--- src/hw/rv32i_pkg.sv ---
`default_nettype none

package rv32i_pkg;

    // major opcodes, bits [6:0] of the instruction
    typedef enum logic [6:0] {
        op_lui   = 7'b0110111,
        op_auipc = 7'b0010111,
        op_br    = 7'b1100011,
        op_imm   = 7'b0010011,
        op_reg   = 7'b0110011,
        op_load  = 7'b0000011,
        op_store = 7'b0100011,
        op_jal   = 7'b1101111,
        op_jalr  = 7'b1100111,
        op_csr   = 7'b1110011
    } opcode_e;

    typedef enum logic [3:0] {
        alu_add,
        alu_sub,
        alu_sll,
        alu_slt,
        alu_sltu,
        alu_xor,
        alu_srl,
        alu_sra,
        alu_or,
        alu_and
    } alu_op_e;

    // encoded as in funct3 of the branch instructions
    typedef enum logic [2:0] {
        beq  = 3'b000,
        bne  = 3'b001,
        blt  = 3'b100,
        bge  = 3'b101,
        bltu = 3'b110,
        bgeu = 3'b111
    } branch_funct3_e;

    typedef enum logic {
        alu_a_rs1 = 1'b0,
        alu_a_pc  = 1'b1
    } alumux1_e;

    typedef enum logic {
        alu_b_rs2 = 1'b0,
        alu_b_imm = 1'b1
    } alumux2_e;

    typedef struct packed {
        opcode_e        opcode;
        alu_op_e        alu_op;
        branch_funct3_e cmpop;
        alumux1_e       alumux1_sel;
        alumux2_e       alumux2_sel;
        logic           load_regfile;
        logic           illegal;
    } ctrl_word_t;

    // decode register content
    typedef struct packed {
        logic [31:0] pc;
        ctrl_word_t  ctrl;
        logic [31:0] rs1_val;
        logic [31:0] rs2_val;
        logic [31:0] imm;
        logic [4:0]  rd;
        logic        br_taken;
    } id_ex_t;

    // execute and result register content, also the output record
    typedef struct packed {
        logic [31:0] pc;
        logic [4:0]  rd;
        logic [31:0] value;
        logic        we;
        logic        br_taken;
        logic        illegal;
    } ex_res_t;

    // bubble: addi that writes nothing
    localparam ctrl_word_t NOP_CTRL = '{
        opcode:       op_imm,
        alu_op:       alu_add,
        cmpop:        beq,
        alumux1_sel:  alu_a_rs1,
        alumux2_sel:  alu_b_imm,
        load_regfile: 1'b0,
        illegal:      1'b0
    };

endpackage : rv32i_pkg

`default_nettype wire

--- src/hw/control_rom.sv ---
`timescale 1ns/1ns
`default_nettype none

module control_rom
    import rv32i_pkg::*;
(
    input  opcode_e    opcode_i,
    input  logic [2:0] funct3_i,
    input  logic [6:0] funct7_i,
    output ctrl_word_t ctrl_o
);

    ctrl_word_t ctrl;
    logic       bad;
    // funct7 may only be all zero or carry the sub/sra bit
    logic       f7_zero;
    logic       f7_alt;

    assign f7_zero = (funct7_i == 7'b0000000);
    assign f7_alt  = (funct7_i == 7'b0100000);

    always_comb begin : rom
        ctrl = NOP_CTRL;
        bad  = 1'b0;
        ctrl.opcode = opcode_i;

        unique case (funct3_i)
            3'b000:  ctrl.alu_op = alu_add;
            3'b001:  ctrl.alu_op = alu_sll;
            3'b010:  ctrl.alu_op = alu_slt;
            3'b011:  ctrl.alu_op = alu_sltu;
            3'b100:  ctrl.alu_op = alu_xor;
            3'b101:  ctrl.alu_op = f7_alt ? alu_sra : alu_srl;
            3'b110:  ctrl.alu_op = alu_or;
            default: ctrl.alu_op = alu_and;
        endcase

        case (opcode_i)
            op_lui, op_auipc: begin
                ctrl.alu_op       = alu_add;
                ctrl.alumux1_sel  = (opcode_i == op_auipc) ? alu_a_pc : alu_a_rs1;
                ctrl.alumux2_sel  = alu_b_imm;
                ctrl.load_regfile = 1'b1;
            end
            op_br: begin
                // target is pc + b_imm
                ctrl.alu_op      = alu_add;
                ctrl.alumux1_sel = alu_a_pc;
                ctrl.alumux2_sel = alu_b_imm;
                ctrl.cmpop       = branch_funct3_e'(funct3_i);
                bad = (funct3_i == 3'b010) || (funct3_i == 3'b011);
            end
            op_imm: begin
                ctrl.alumux2_sel  = alu_b_imm;
                ctrl.load_regfile = 1'b1;
                // only shifts look at funct7 for immediates
                if (funct3_i == 3'b001)
                    bad = !f7_zero;
                else if (funct3_i == 3'b101)
                    bad = !(f7_zero || f7_alt);
            end
            op_reg: begin
                ctrl.alumux2_sel  = alu_b_rs2;
                ctrl.load_regfile = 1'b1;
                if (funct3_i == 3'b000) begin
                    ctrl.alu_op = f7_alt ? alu_sub : alu_add;
                    bad = !(f7_zero || f7_alt);
                end else if (funct3_i == 3'b101) begin
                    bad = !(f7_zero || f7_alt);
                end else begin
                    bad = !f7_zero;
                end
            end
            default: bad = 1'b1;
        endcase

        if (bad) begin
            ctrl = NOP_CTRL;
            ctrl.illegal = 1'b1;
        end
    end

    assign ctrl_o = ctrl;

endmodule : control_rom

`default_nettype wire

--- src/hw/decode_stage.sv ---
`timescale 1ns/1ns
`default_nettype none

module decode_stage
    import rv32i_pkg::*;
#(
    parameter int REG_COUNT = 32
) (
    input  logic        clk,
    input  logic        rst_n_i,
    input  logic        in_valid_i,
    output logic        in_ready_o,
    input  logic [31:0] in_pc_i,
    input  logic [31:0] in_instr_i,
    input  logic        stall_i,
    input  logic [4:0]  ex_rd_i,
    input  logic        ex_we_i,
    input  logic        ex_valid_i,
    input  logic [4:0]  res_rd_i,
    input  logic        res_we_i,
    input  logic        res_valid_i,
    input  logic        res_accept_i,
    input  logic        wb_we_i,
    input  logic [4:0]  wb_rd_i,
    input  logic [31:0] wb_data_i,
    output id_ex_t      id_ex_o,
    output logic        id_valid_o
);

    opcode_e     opcode;
    logic [4:0]  rs1, rs2, rd;
    logic [31:0] i_imm, s_imm, b_imm, u_imm, j_imm;
    logic [31:0] rs1_val, rs2_val;
    ctrl_word_t  rom_ctrl, ctrl;
    logic        uses_rs1, uses_rs2, bad_idx, cmp_true;
    logic        reads1, reads2, hazard, accept;
    logic        id_we;
    id_ex_t      id_ex_d, id_ex_q;
    logic        id_valid_q;

    assign opcode = opcode_e'(in_instr_i[6:0]);
    assign rs1    = in_instr_i[19:15];
    assign rs2    = in_instr_i[24:20];
    assign rd     = in_instr_i[11:7];

    assign i_imm = {{21{in_instr_i[31]}}, in_instr_i[30:20]};
    assign s_imm = {{21{in_instr_i[31]}}, in_instr_i[30:25], in_instr_i[11:7]};
    assign b_imm = {{20{in_instr_i[31]}}, in_instr_i[7], in_instr_i[30:25],
                    in_instr_i[11:8], 1'b0};
    assign u_imm = {in_instr_i[31:12], 12'h000};
    assign j_imm = {{12{in_instr_i[31]}}, in_instr_i[19:12], in_instr_i[20],
                    in_instr_i[30:21], 1'b0};

    control_rom ctrl_rom (
        .opcode_i (opcode),
        .funct3_i (in_instr_i[14:12]),
        .funct7_i (in_instr_i[31:25]),
        .ctrl_o   (rom_ctrl)
    );

    regfile #(.REG_COUNT(REG_COUNT)) rf (
        .clk        (clk),
        .rst_n_i    (rst_n_i),
        .we_i       (wb_we_i),
        .rd_i       (wb_rd_i),
        .wdata_i    (wb_data_i),
        .rs1_i      (rs1),
        .rs2_i      (rs2),
        .rs1_data_o (rs1_val),
        .rs2_data_o (rs2_val)
    );

    // which source registers the instruction really reads
    assign uses_rs1 = !rom_ctrl.illegal &&
                      (opcode == op_reg || opcode == op_imm || opcode == op_br);
    assign uses_rs2 = !rom_ctrl.illegal && (opcode == op_reg || opcode == op_br);

    // RV32E style indices beyond the file
    assign bad_idx = (uses_rs1 && int'(rs1) >= REG_COUNT) ||
                     (uses_rs2 && int'(rs2) >= REG_COUNT) ||
                     (rom_ctrl.load_regfile && int'(rd) >= REG_COUNT);

    always_comb begin : fix_ctrl
        ctrl = rom_ctrl;
        if (bad_idx) begin
            ctrl = NOP_CTRL;
            ctrl.illegal = 1'b1;
        end
    end

    always_comb begin : branch_cmp
        case (ctrl.cmpop)
            beq:     cmp_true = (rs1_val == rs2_val);
            bne:     cmp_true = (rs1_val != rs2_val);
            blt:     cmp_true = ($signed(rs1_val) < $signed(rs2_val));
            bge:     cmp_true = ($signed(rs1_val) >= $signed(rs2_val));
            bltu:    cmp_true = (rs1_val < rs2_val);
            default: cmp_true = (rs1_val >= rs2_val);
        endcase
    end

    always_comb begin : build_id_ex
        id_ex_d.pc      = in_pc_i;
        id_ex_d.ctrl    = ctrl;
        id_ex_d.rs1_val = rs1_val;
        id_ex_d.rs2_val = rs2_val;
        id_ex_d.rd      = rd;
        id_ex_d.br_taken = (ctrl.opcode == op_br) && !ctrl.illegal && cmp_true;
        case (opcode)
            op_lui, op_auipc: id_ex_d.imm = u_imm;
            op_br:            id_ex_d.imm = b_imm;
            op_store:         id_ex_d.imm = s_imm;
            op_jal:           id_ex_d.imm = j_imm;
            default:          id_ex_d.imm = i_imm;
        endcase
        // bubble when nothing is accepted
        if (!accept) begin
            id_ex_d.ctrl     = NOP_CTRL;
            id_ex_d.br_taken = 1'b0;
        end
    end

    // hazard against the three older slots
    assign reads1 = uses_rs1 && !ctrl.illegal && (rs1 != 5'd0);
    assign reads2 = uses_rs2 && !ctrl.illegal && (rs2 != 5'd0);
    assign id_we  = id_valid_q && id_ex_q.ctrl.load_regfile && !id_ex_q.ctrl.illegal &&
                    (id_ex_q.rd != 5'd0);

    assign hazard =
        (id_we && ((reads1 && id_ex_q.rd == rs1) || (reads2 && id_ex_q.rd == rs2))) ||
        (ex_valid_i && ex_we_i && ((reads1 && ex_rd_i == rs1) || (reads2 && ex_rd_i == rs2))) ||
        (res_valid_i && res_we_i && !res_accept_i &&
         ((reads1 && res_rd_i == rs1) || (reads2 && res_rd_i == rs2)));

    assign in_ready_o = !stall_i && !hazard;
    assign accept     = in_valid_i && in_ready_o;

    always_ff @(posedge clk) begin
        if (!rst_n_i) begin
            id_valid_q <= 1'b0;
        end else if (!stall_i) begin
            id_valid_q <= accept;
        end
    end

    always_ff @(posedge clk) begin
        if (!stall_i)
            id_ex_q <= id_ex_d;
    end

    assign id_ex_o    = id_ex_q;
    assign id_valid_o = id_valid_q;

endmodule : decode_stage

`default_nettype wire

--- src/hw/execute_stage.sv ---
`timescale 1ns/1ns
`default_nettype none

module execute_stage
    import rv32i_pkg::*;
(
    input  logic       clk,
    input  logic       rst_n_i,
    input  id_ex_t     id_ex_i,
    input  logic       id_valid_i,
    output logic       stall_o,
    input  logic       res_full_i,
    input  logic       res_accept_i,
    output ex_res_t    ex_res_o,
    output logic       ex_valid_o,
    output logic [4:0] ex_rd_o,
    output logic       ex_we_o
);

    logic [31:0] op_a, op_b, alu_out;
    logic [4:0]  shamt;
    ex_res_t     ex_res_d, ex_res_q;
    logic        ex_valid_q;

    // lui adds its immediate to zero
    always_comb begin : operand_mux
        if (id_ex_i.ctrl.opcode == op_lui)
            op_a = '0;
        else if (id_ex_i.ctrl.alumux1_sel == alu_a_pc)
            op_a = id_ex_i.pc;
        else
            op_a = id_ex_i.rs1_val;
        op_b = (id_ex_i.ctrl.alumux2_sel == alu_b_imm) ? id_ex_i.imm : id_ex_i.rs2_val;
    end

    assign shamt = op_b[4:0];

    always_comb begin : alu
        case (id_ex_i.ctrl.alu_op)
            alu_add:  alu_out = op_a + op_b;
            alu_sub:  alu_out = op_a - op_b;
            alu_sll:  alu_out = op_a << shamt;
            alu_slt:  alu_out = {31'b0, $signed(op_a) < $signed(op_b)};
            alu_sltu: alu_out = {31'b0, op_a < op_b};
            alu_xor:  alu_out = op_a ^ op_b;
            alu_srl:  alu_out = op_a >> shamt;
            alu_sra:  alu_out = $unsigned($signed(op_a) >>> shamt);
            alu_or:   alu_out = op_a | op_b;
            default:  alu_out = op_a & op_b;
        endcase
    end

    always_comb begin : build_record
        ex_res_d.pc       = id_ex_i.pc;
        ex_res_d.rd       = id_ex_i.rd;
        ex_res_d.value    = id_ex_i.ctrl.illegal ? 32'd0 : alu_out;
        ex_res_d.we       = id_ex_i.ctrl.load_regfile && !id_ex_i.ctrl.illegal &&
                            (id_ex_i.rd != 5'd0);
        ex_res_d.br_taken = id_ex_i.br_taken;
        ex_res_d.illegal  = id_ex_i.ctrl.illegal;
    end

    // hold while the result register is full and not draining
    assign stall_o = ex_valid_q && res_full_i && !res_accept_i;

    always_ff @(posedge clk) begin
        if (!rst_n_i) begin
            ex_valid_q <= 1'b0;
        end else if (!stall_o) begin
            ex_valid_q <= id_valid_i;
        end
    end

    always_ff @(posedge clk) begin
        if (!stall_o)
            ex_res_q <= ex_res_d;
    end

    assign ex_res_o   = ex_res_q;
    assign ex_valid_o = ex_valid_q;
    assign ex_rd_o    = ex_res_q.rd;
    assign ex_we_o    = ex_res_q.we;

endmodule : execute_stage

`default_nettype wire

--- src/hw/regfile.sv ---
`timescale 1ns/1ns
`default_nettype none

module regfile #(
    parameter int REG_COUNT = 32
) (
    input  logic        clk,
    input  logic        rst_n_i,
    input  logic        we_i,
    input  logic [4:0]  rd_i,
    input  logic [31:0] wdata_i,
    input  logic [4:0]  rs1_i,
    input  logic [4:0]  rs2_i,
    output logic [31:0] rs1_data_o,
    output logic [31:0] rs2_data_o
);

    logic [31:0] regs [REG_COUNT];
    logic        wr_en;

    // x0 and indices past the file are never written
    assign wr_en = we_i && (rd_i != 5'd0) && (int'(rd_i) < REG_COUNT);

    always_ff @(posedge clk) begin
        if (!rst_n_i) begin
            for (int i = 0; i < REG_COUNT; i++)
                regs[i] <= '0;
        end else if (wr_en) begin
            regs[rd_i] <= wdata_i;
        end
    end

    // write data bypasses to a same-cycle read
    always_comb begin : read_ports
        rs1_data_o = '0;
        rs2_data_o = '0;
        if (wr_en && (rs1_i == rd_i))
            rs1_data_o = wdata_i;
        else if ((rs1_i != 5'd0) && (int'(rs1_i) < REG_COUNT))
            rs1_data_o = regs[rs1_i];
        if (wr_en && (rs2_i == rd_i))
            rs2_data_o = wdata_i;
        else if ((rs2_i != 5'd0) && (int'(rs2_i) < REG_COUNT))
            rs2_data_o = regs[rs2_i];
    end

endmodule : regfile

`default_nettype wire

--- src/hw/result_stage.sv ---
`timescale 1ns/1ns
`default_nettype none

module result_stage
    import rv32i_pkg::*;
(
    input  logic        clk,
    input  logic        rst_n_i,
    input  ex_res_t     ex_res_i,
    input  logic        ex_valid_i,
    output logic        res_full_o,
    output logic        res_accept_o,
    output logic [4:0]  res_rd_o,
    output logic        res_we_o,
    output logic        out_valid_o,
    input  logic        out_ready_i,
    output ex_res_t     out_rec_o,
    output logic        wb_we_o,
    output logic [4:0]  wb_rd_o,
    output logic [31:0] wb_data_o
);

    ex_res_t rec_q;
    logic    valid_q;
    logic    load;

    assign res_accept_o = valid_q && out_ready_i;
    // empty, or draining this cycle
    assign load = !valid_q || out_ready_i;

    always_ff @(posedge clk) begin
        if (!rst_n_i) begin
            valid_q <= 1'b0;
        end else if (load) begin
            valid_q <= ex_valid_i;
        end
    end

    always_ff @(posedge clk) begin
        if (load)
            rec_q <= ex_res_i;
    end

    assign res_full_o  = valid_q;
    assign res_rd_o    = rec_q.rd;
    assign res_we_o    = rec_q.we;
    assign out_valid_o = valid_q;
    assign out_rec_o   = rec_q;

    // write back only when the record leaves
    assign wb_we_o   = res_accept_o && rec_q.we;
    assign wb_rd_o   = rec_q.rd;
    assign wb_data_o = rec_q.value;

endmodule : result_stage

`default_nettype wire

--- src/hw/rv32i_core_top.sv ---
`timescale 1ns/1ns
`default_nettype none

module rv32i_core_top
    import rv32i_pkg::*;
#(
    parameter int REG_COUNT = 32
) (
    input  logic        clk,
    input  logic        rst_n_i,
    input  logic        in_valid_i,
    output logic        in_ready_o,
    input  logic [31:0] in_pc_i,
    input  logic [31:0] in_instr_i,
    output logic        out_valid_o,
    input  logic        out_ready_i,
    output ex_res_t     out_rec_o
);

    id_ex_t      id_ex;
    logic        id_valid;
    logic        ex_stall;
    ex_res_t     ex_res;
    logic        ex_valid;
    logic [4:0]  ex_rd;
    logic        ex_we;
    logic        res_full, res_accept;
    logic [4:0]  res_rd;
    logic        res_we;
    logic        wb_we;
    logic [4:0]  wb_rd;
    logic [31:0] wb_data;

    decode_stage #(.REG_COUNT(REG_COUNT)) u_decode (
        .clk          (clk),
        .rst_n_i      (rst_n_i),
        .in_valid_i   (in_valid_i),
        .in_ready_o   (in_ready_o),
        .in_pc_i      (in_pc_i),
        .in_instr_i   (in_instr_i),
        .stall_i      (ex_stall),
        .ex_rd_i      (ex_rd),
        .ex_we_i      (ex_we),
        .ex_valid_i   (ex_valid),
        .res_rd_i     (res_rd),
        .res_we_i     (res_we),
        .res_valid_i  (res_full),
        .res_accept_i (res_accept),
        .wb_we_i      (wb_we),
        .wb_rd_i      (wb_rd),
        .wb_data_i    (wb_data),
        .id_ex_o      (id_ex),
        .id_valid_o   (id_valid)
    );

    execute_stage u_execute (
        .clk          (clk),
        .rst_n_i      (rst_n_i),
        .id_ex_i      (id_ex),
        .id_valid_i   (id_valid),
        .stall_o      (ex_stall),
        .res_full_i   (res_full),
        .res_accept_i (res_accept),
        .ex_res_o     (ex_res),
        .ex_valid_o   (ex_valid),
        .ex_rd_o      (ex_rd),
        .ex_we_o      (ex_we)
    );

    result_stage u_result (
        .clk          (clk),
        .rst_n_i      (rst_n_i),
        .ex_res_i     (ex_res),
        .ex_valid_i   (ex_valid),
        .res_full_o   (res_full),
        .res_accept_o (res_accept),
        .res_rd_o     (res_rd),
        .res_we_o     (res_we),
        .out_valid_o  (out_valid_o),
        .out_ready_i  (out_ready_i),
        .out_rec_o    (out_rec_o),
        .wb_we_o      (wb_we),
        .wb_rd_o      (wb_rd),
        .wb_data_o    (wb_data)
    );

endmodule : rv32i_core_top

`default_nettype wire

--- config.mk ---
export PLATFORM = sky130hd
export DESIGN_NAME = rv32i_core_top
export DESIGN_NICKNAME = d
export VERILOG_FILES = /design/src/hw/rv32i_pkg.sv /design/src/hw/control_rom.sv /design/src/hw/decode_stage.sv /design/src/hw/execute_stage.sv /design/src/hw/regfile.sv /design/src/hw/result_stage.sv /design/src/hw/rv32i_core_top.sv
export SDC_FILE = /design/constraint.sdc
export NUM_CORES = 2
export LEC_CHECK = 0
export BUFFER_PORTS_ARGS = -buffer_cell sky130_fd_sc_hd__buf_2
export CAP_MARGIN = 20
export CORE_MARGIN = 10
export CORE_UTILIZATION = 30
export CTS_BUF_LIST = sky130_fd_sc_hd__clkbuf_4
export DETAILED_ROUTE_END_ITERATION = 10
export MAX_ROUTING_LAYER = met4
export PLACE_DENSITY_LB_ADDON = 0.3
export SLEW_MARGIN = 0
export SYNTH_ARGS = -nofsm -noshare
export SYNTH_HDL_FRONTEND = slang
export SYNTH_SLANG_ARGS = --single-unit
--- constraint.sdc ---
create_clock -name clk -period 14.55 [get_ports clk]
set_input_delay 0 -clock clk [delete_from_list [all_inputs] [get_ports clk]]
set_output_delay 0 -clock clk [all_outputs]
set_load 0.05 [all_outputs]
# After elaboration in Yosys (flattened, before gate mapping)
# Memory sizes are Yosys's and may differ from the RTL's.
# Cells that the tools add are included.
# word_totals
register_bits,296
mem_bits_rw,1024
mem_count,1
# op_classes
n_addsub,2
magnitude_cmp,6
eq_ne,38
shifts,3
muxes,33
bitwise,4
reduce_logical,66
# mem_list
name,words,width,read_ports,rd_ports_with_merged_regs,write_ports,line_no,text
u_decode.rf.regs,32,32,2,0,32,regfile.sv:18,logic [31:0] regs [REG_COUNT];
# ops
cell,n
32-bit one-hot mux with 9 select lines,1
32-bit two-way mux,8
32-bit less-than comparator,4
31-bit one-hot mux with 4 select lines,1
32-bit greater-or-equal comparator,2
5-bit equality test,8
"7-bit by 6-bit equality test with 1-bit output, second input constant",5
1-bit logical AND,34
32-bit adder,1
32-bit bitwise AND,1
32-bit equality test,1
32-bit inequality test,1
32-bit OR,1
32-bit OR reduction,1
32-bit by 5-bit << shifter with 32-bit output,1
32-bit by 5-bit right shift with 32-bit output,1
32-bit by 5-bit >>> shifter with 32-bit output,1
32-bit subtractor,1
32-bit XOR,1
4-bit one-hot mux with 7 select lines,1
"7-bit equality test, second input constant",3
5-bit nonzero test,4
"3-bit equality test, second input constant",6
18-bit two-way mux,1
24 further kinds,63

# Longest topological paths before layout
# depth
word_depth,21
depth_mapped,20
mapped_depth_nobuf,17

# Cells and area by module
# From an unflattened synthesis, not the netlist that was laid out.
# unflattened
cells_unflattened,6132
area_unflattened_um2,76901.3
# by_module_without_submodules
module,n_inst,cells_each,area_each_um2,seq_area_each_um2
regfile,1,3867,55132.9,30749.5
execute_stage,1,1646,12231.7,2182.1
decode_stage,1,441,6612.6,4584.4
result_stage,1,122,2556.2,2182.1
control_rom,1,56,367.9,0.0

# Worst setup path before layout
# OpenSTA, ideal clock, no wires.
# synth_path
path_type,register to register
start,register u_result.valid_q (netlist: u_result.out_valid_o)
end,register u_decode.id_ex_q (netlist bit u_decode.id_ex_o[0]) (enable)
t_arrival_ns,5.175
required_ns,13.977
setup_slack_ns,8.802
stages_incl_launch_ff,4
path_buffers,0
period_less_slack_ns,5.748
cell_sequence,dfxtp_1 nor2b_1 and2_1 inv_1
# synth_via
elab_chain_cells,3
# synth_lines
element,line_no,text
from (decl),result_stage.sv:24,logic valid_q;
from (signal assigned),result_stage.sv:35,valid_q <= ex_valid_i;
1-bit logical AND,result_stage.sv:27,assign res_accept_o = valid_q && out_ready_i;
1-bit zero test,execute_stage.sv:64,assign stall_o = ex_valid_q && res_full_i && !res_accept_i;
1-bit logical AND *,execute_stage.sv:64,
to (signal assigned),decode_stage.sv:148,id_ex_q <= id_ex_d;
to (decl),decode_stage.sv:38,"id_ex_t id_ex_d, id_ex_q;"
# Mark *: on every way between the ends. The rest lies on a longest branch, timed or not.
# A chain may end at the register's enable or synchronous reset.

==> impl_results.md <==
- Final worst setup slack: 7.26 ns
- Initial Utilization: 0.302
- CTS sink count: 1,320
- Seq/Total Area, Yosys: 0.522
- # port buffers: 141
- Yosys top cell by area: edfxtp_1
- Mapped Avg Cell Area: 13.4 um^2
- Final WL: 304,000 um
- Number of synthesized flops with an enable pin: 1,317
- Multi-input gate area: 34,300 um^2
- # rows: 184
- R2R Setup Slk: 7.26 ns
- Reg power frac: 0.465
- Dpl ws: 8.00 ns
- Clk pin slew, worst setup/hold paths: 0.07 ns
- Hold Crit Depth: 4
- CTS tree: built
- CP Data Required Time: 15.77 ns
- Final hold vios: 0
- Crit end category: flop
- Die Area: 273,000 um^2
- Root Driver: clkbuf_4
- Post-route minimum period: 7.29 ns
- Syn. warnings: 0
- Vias in the first global route: 53,400
- Main synth FF type: edfxtp_1
- Fin crit share: 0.501
- Critical R2R Capture: u_decode.id_ex_o[0]
- Synth cell types: 96
- Critical Path Fanout Max: 33
- Fillers: 24,400
- Async SR Flop Fraction: 0
- Max-Cap Viols: 0
- Share of layout cells above drive strength 1: 0.258
- Status: completed
- CP max-delay cell: edfxtp_1
- Inserted Clock Buffers: 363
- Pleak: 31.8 nW
- Post-CTS sizing: 0
- Fin. max-slew vios: 0
- Via count: 55,100
- GRT Overall Usage: 0.222
- H-tree Lvls: 5
- Combinational power share: 0.203
- Setup Viol. Count Final: 0
- GPL Wtd Cong: 0.939
- First drt pass iteration count: 7
- First DRT Iteration DRCs: 8,442
- Clk pwr share: 0.332
- Overall Power: 9.79 mW
- Worst Hold Class: input port to flop
- Kind of cell adding the most delay to the critical path: compound AO/OA/AOI/OAI gates
- Vias/cell: 5.72
- Crit Path Class: flop to flop
- Mapped Cells: 5,640
- Setup TNS: 0 ns
- WL/cell: 31.5 um
- Post-route ant nets: 0
- Sw power: 3.10 mW
- Main area contributors after synthesis: edfxtp_1 52%, mux4_2 18%, and2_1 8.4%, mux2i_1 2.6%, ha_1 2.1%
- Clock Latency Late Sink: 1.38 ns
- Worst-Margin Slew: 1.24 ns
- Flops & latches, synth: 1,320
- Critical path startpoint category: flop
- Width of the die: 523 um
- Layout area overhead: 14.9%
- First-pass GRT wire length: 424,000 um
- Fin nets: 6,220
- Sw frac: 0.317
- Worst min-delay path startpoint: in_instr_i[18]
- Fmax: 0.137 GHz
- DP HPWL: 186,000 um
- Crit-path cells: or3_1, nor3_1, nor2_1, nor3b_2, buf_4, o21bai_2, buf_4, o21ai_0, ha_1, nand4_1, or2_2, a21oi_1, o21ai_0, o2111ai_1, mux2i_1, o221ai_1, a2111oi_1, dlygate4sd3_1
- Worst EP arrival: 8.51 ns
- Die H: 523 um
- Residual DRC: 0
- Register-to-Register Path Depth: 18
- IO Pins: 142
- Initial antenna violation count: 40
- Core ar.: 251,000 um^2
- Top-area cell type share of the netlist area: 0.522
- Worst stage delay on the critical path: 0.81 ns
- Worst IR drop on VDD: 72.6 uV
- Reg2reg start: u_result.res_rd_o[4]
- Post-Syn Area: 75,800 um^2
- Total gr overflow: 0
- Largest net degree at the start of global routing: 93
- P_int: 6.69 mW
- CP Buf/Inv Count: 3
- CTS max path bufs: 4
- Relative slew slack: 0.153
- RSZ-0062 raised after global routing: no
- Hold slack: 0.161 ns
- Util after Layout: 0.347
- Worst Clk Skew: 0.127 ns
- Endpoint, Worst Hold: u_decode.id_ex_o[87]
- PD cells: 112 nW/um^2
- Register area: 39,600 um^2
## cell families (layout without fill, tap and decap cells)
family	Yosys count	count (layout)	synth area share
compound gates	822	822	0.0708
other cells	2	84	0.0000991
mux	858	858	0.214
xor+xnor	46	46	0.00531
flops	1320	1320	0.522
fa+ha+maj	131	131	0.0218
buf+inv	663	1234	0.0352
simple gates	1798	1798	0.131
## flip-flops by register name, summed over array words and instances, names as in the netlist, 5 cells and up
name,count
u_decode.rf.regs,1024
u_execute.ex_res_o,66
u_result.out_rec_o,34
u_decode.id_ex_o,149
u_result.wb_data_o,32
u_result.res_rd_o,5
u_execute.ex_rd_o,5
## worst max path at each step
stage | start | endpoint | cells past startpoint
after global routing | u_result.res_rd_o[4] | u_decode.id_ex_o[0] | 18
after detailed placement | in_instr_i[15] | u_decode.id_ex_o[0] | 16
after floorplan | u_result.out_valid_o | u_decode.id_ex_o[0] | 3
final | u_result.res_rd_o[4] | u_decode.id_ex_o[0] | 18
after CTS | u_result.res_rd_o[3] | u_decode.id_ex_o[0] | 18
after global placement | in_instr_i[15] | u_decode.id_ex_o[0] | 16
## per-layer routing
layer	vias up	wire length [um]	track usage
met2	3688	135000	0.325
met4	0	11200	0.0756
met1	28400	124000	0.303
met3	635	33500	0.0537
met5	-	0	-
li1	22400	-	-
## Yosys cell counts (all sizes together) (50+ instances only)
library cell and instances:
a211oi 103, a21o 50, a21oi 211, and2 1022, buf 147, clkbuf 377
edfxtp 1317, ha 129, inv 137, mux2 60, mux2i 202, mux4 596
nand2 231, nor2 292, nor3 62, o21ai 173
## power groups by stage
stage,sequential [mW],clock [mW],combinational [mW]
after floorplan,4.65,0,1.08
after global placement,4.65,0,1.86
after detailed placement,4.64,0,1.88
after CTS,4.56,3.30,1.93
after global routing,4.57,3.51,2.08
final,4.55,3.25,1.98
## final cells by class
type | count | area share
clock buffers | 512 | 0.0441
repair buffers | 507 | 0.0479
inverters | 139 | 0.00619
clock inverters | 76 | 0.00401
diodes | 49 | 0.00141
multi-input cells | 3690 | 0.394
flip-flops and latches | 1320 | 0.455
well taps | 3348 | 0.0481
## cell usage in the layout (no fill, tap or decap), types with 19 or more instances in the layout
| cell | instances |
|---|---|
| dlygate4sd3_1 | 194 |
| nor2_4 | 34 |
| a21o_1 | 50 |
| buf_2 | 130 |
| inv_1 | 129 |
| buf_4 | 165 |
| o21bai_1 | 19 |
| and2_1 | 1021 |
| o211ai_1 | 26 |
| nand3_1 | 38 |
| clkbuf_4 | 512 |
| nor3_1 | 61 |
| a21oi_1 | 209 |
| mux4_2 | 596 |
| o21ai_4 | 31 |
| nand2_1 | 231 |
| nand4_1 | 21 |
| mux2_2 | 57 |
| diode_2 | 49 |
| o22ai_1 | 33 |
| o21ai_0 | 137 |
| nor2b_1 | 43 |
| ha_1 | 129 |
| conb_1 | 35 |
| xnor2_1 | 38 |
| clkinv_1 | 64 |
| o21a_1 | 39 |
| nor2_1 | 258 |
| a211oi_1 | 103 |
| edfxtp_1 | 1317 |
| mux2i_1 | 194 |
## metrics by stage
step,cells,cell area (um^2)
after detailed placement,8806,80800
after floorplan,5673,75900
after global placement,8804,80700
after CTS,9588,86900
after global routing,9614,87100
final,9641,87100
## worst register-to-register path, stage by stage (launching register included)
cell and delay, ns:
edfxtp_1 0.81, or3_1 0.62, nor3_1 0.10, nor2_1 0.22
nor3b_2 0.22, buf_4 0.51, o21bai_2 0.24, buf_4 0.43
o21ai_0 0.48, ha_1 0.46, nand4_1 0.07, or2_2 0.32
a21oi_1 0.59, o21ai_0 0.34, o2111ai_1 0.33, mux2i_1 0.25
o221ai_1 0.16, a2111oi_1 0.43, dlygate4sd3_1 0.61
## what timing repair did
item                                   CTS  global route
setup buffers                            0             0
endpoints found under the hold margin  402             0
hold buffers                           194             0
Note: power is estimated with default switching activity, not from simulation.
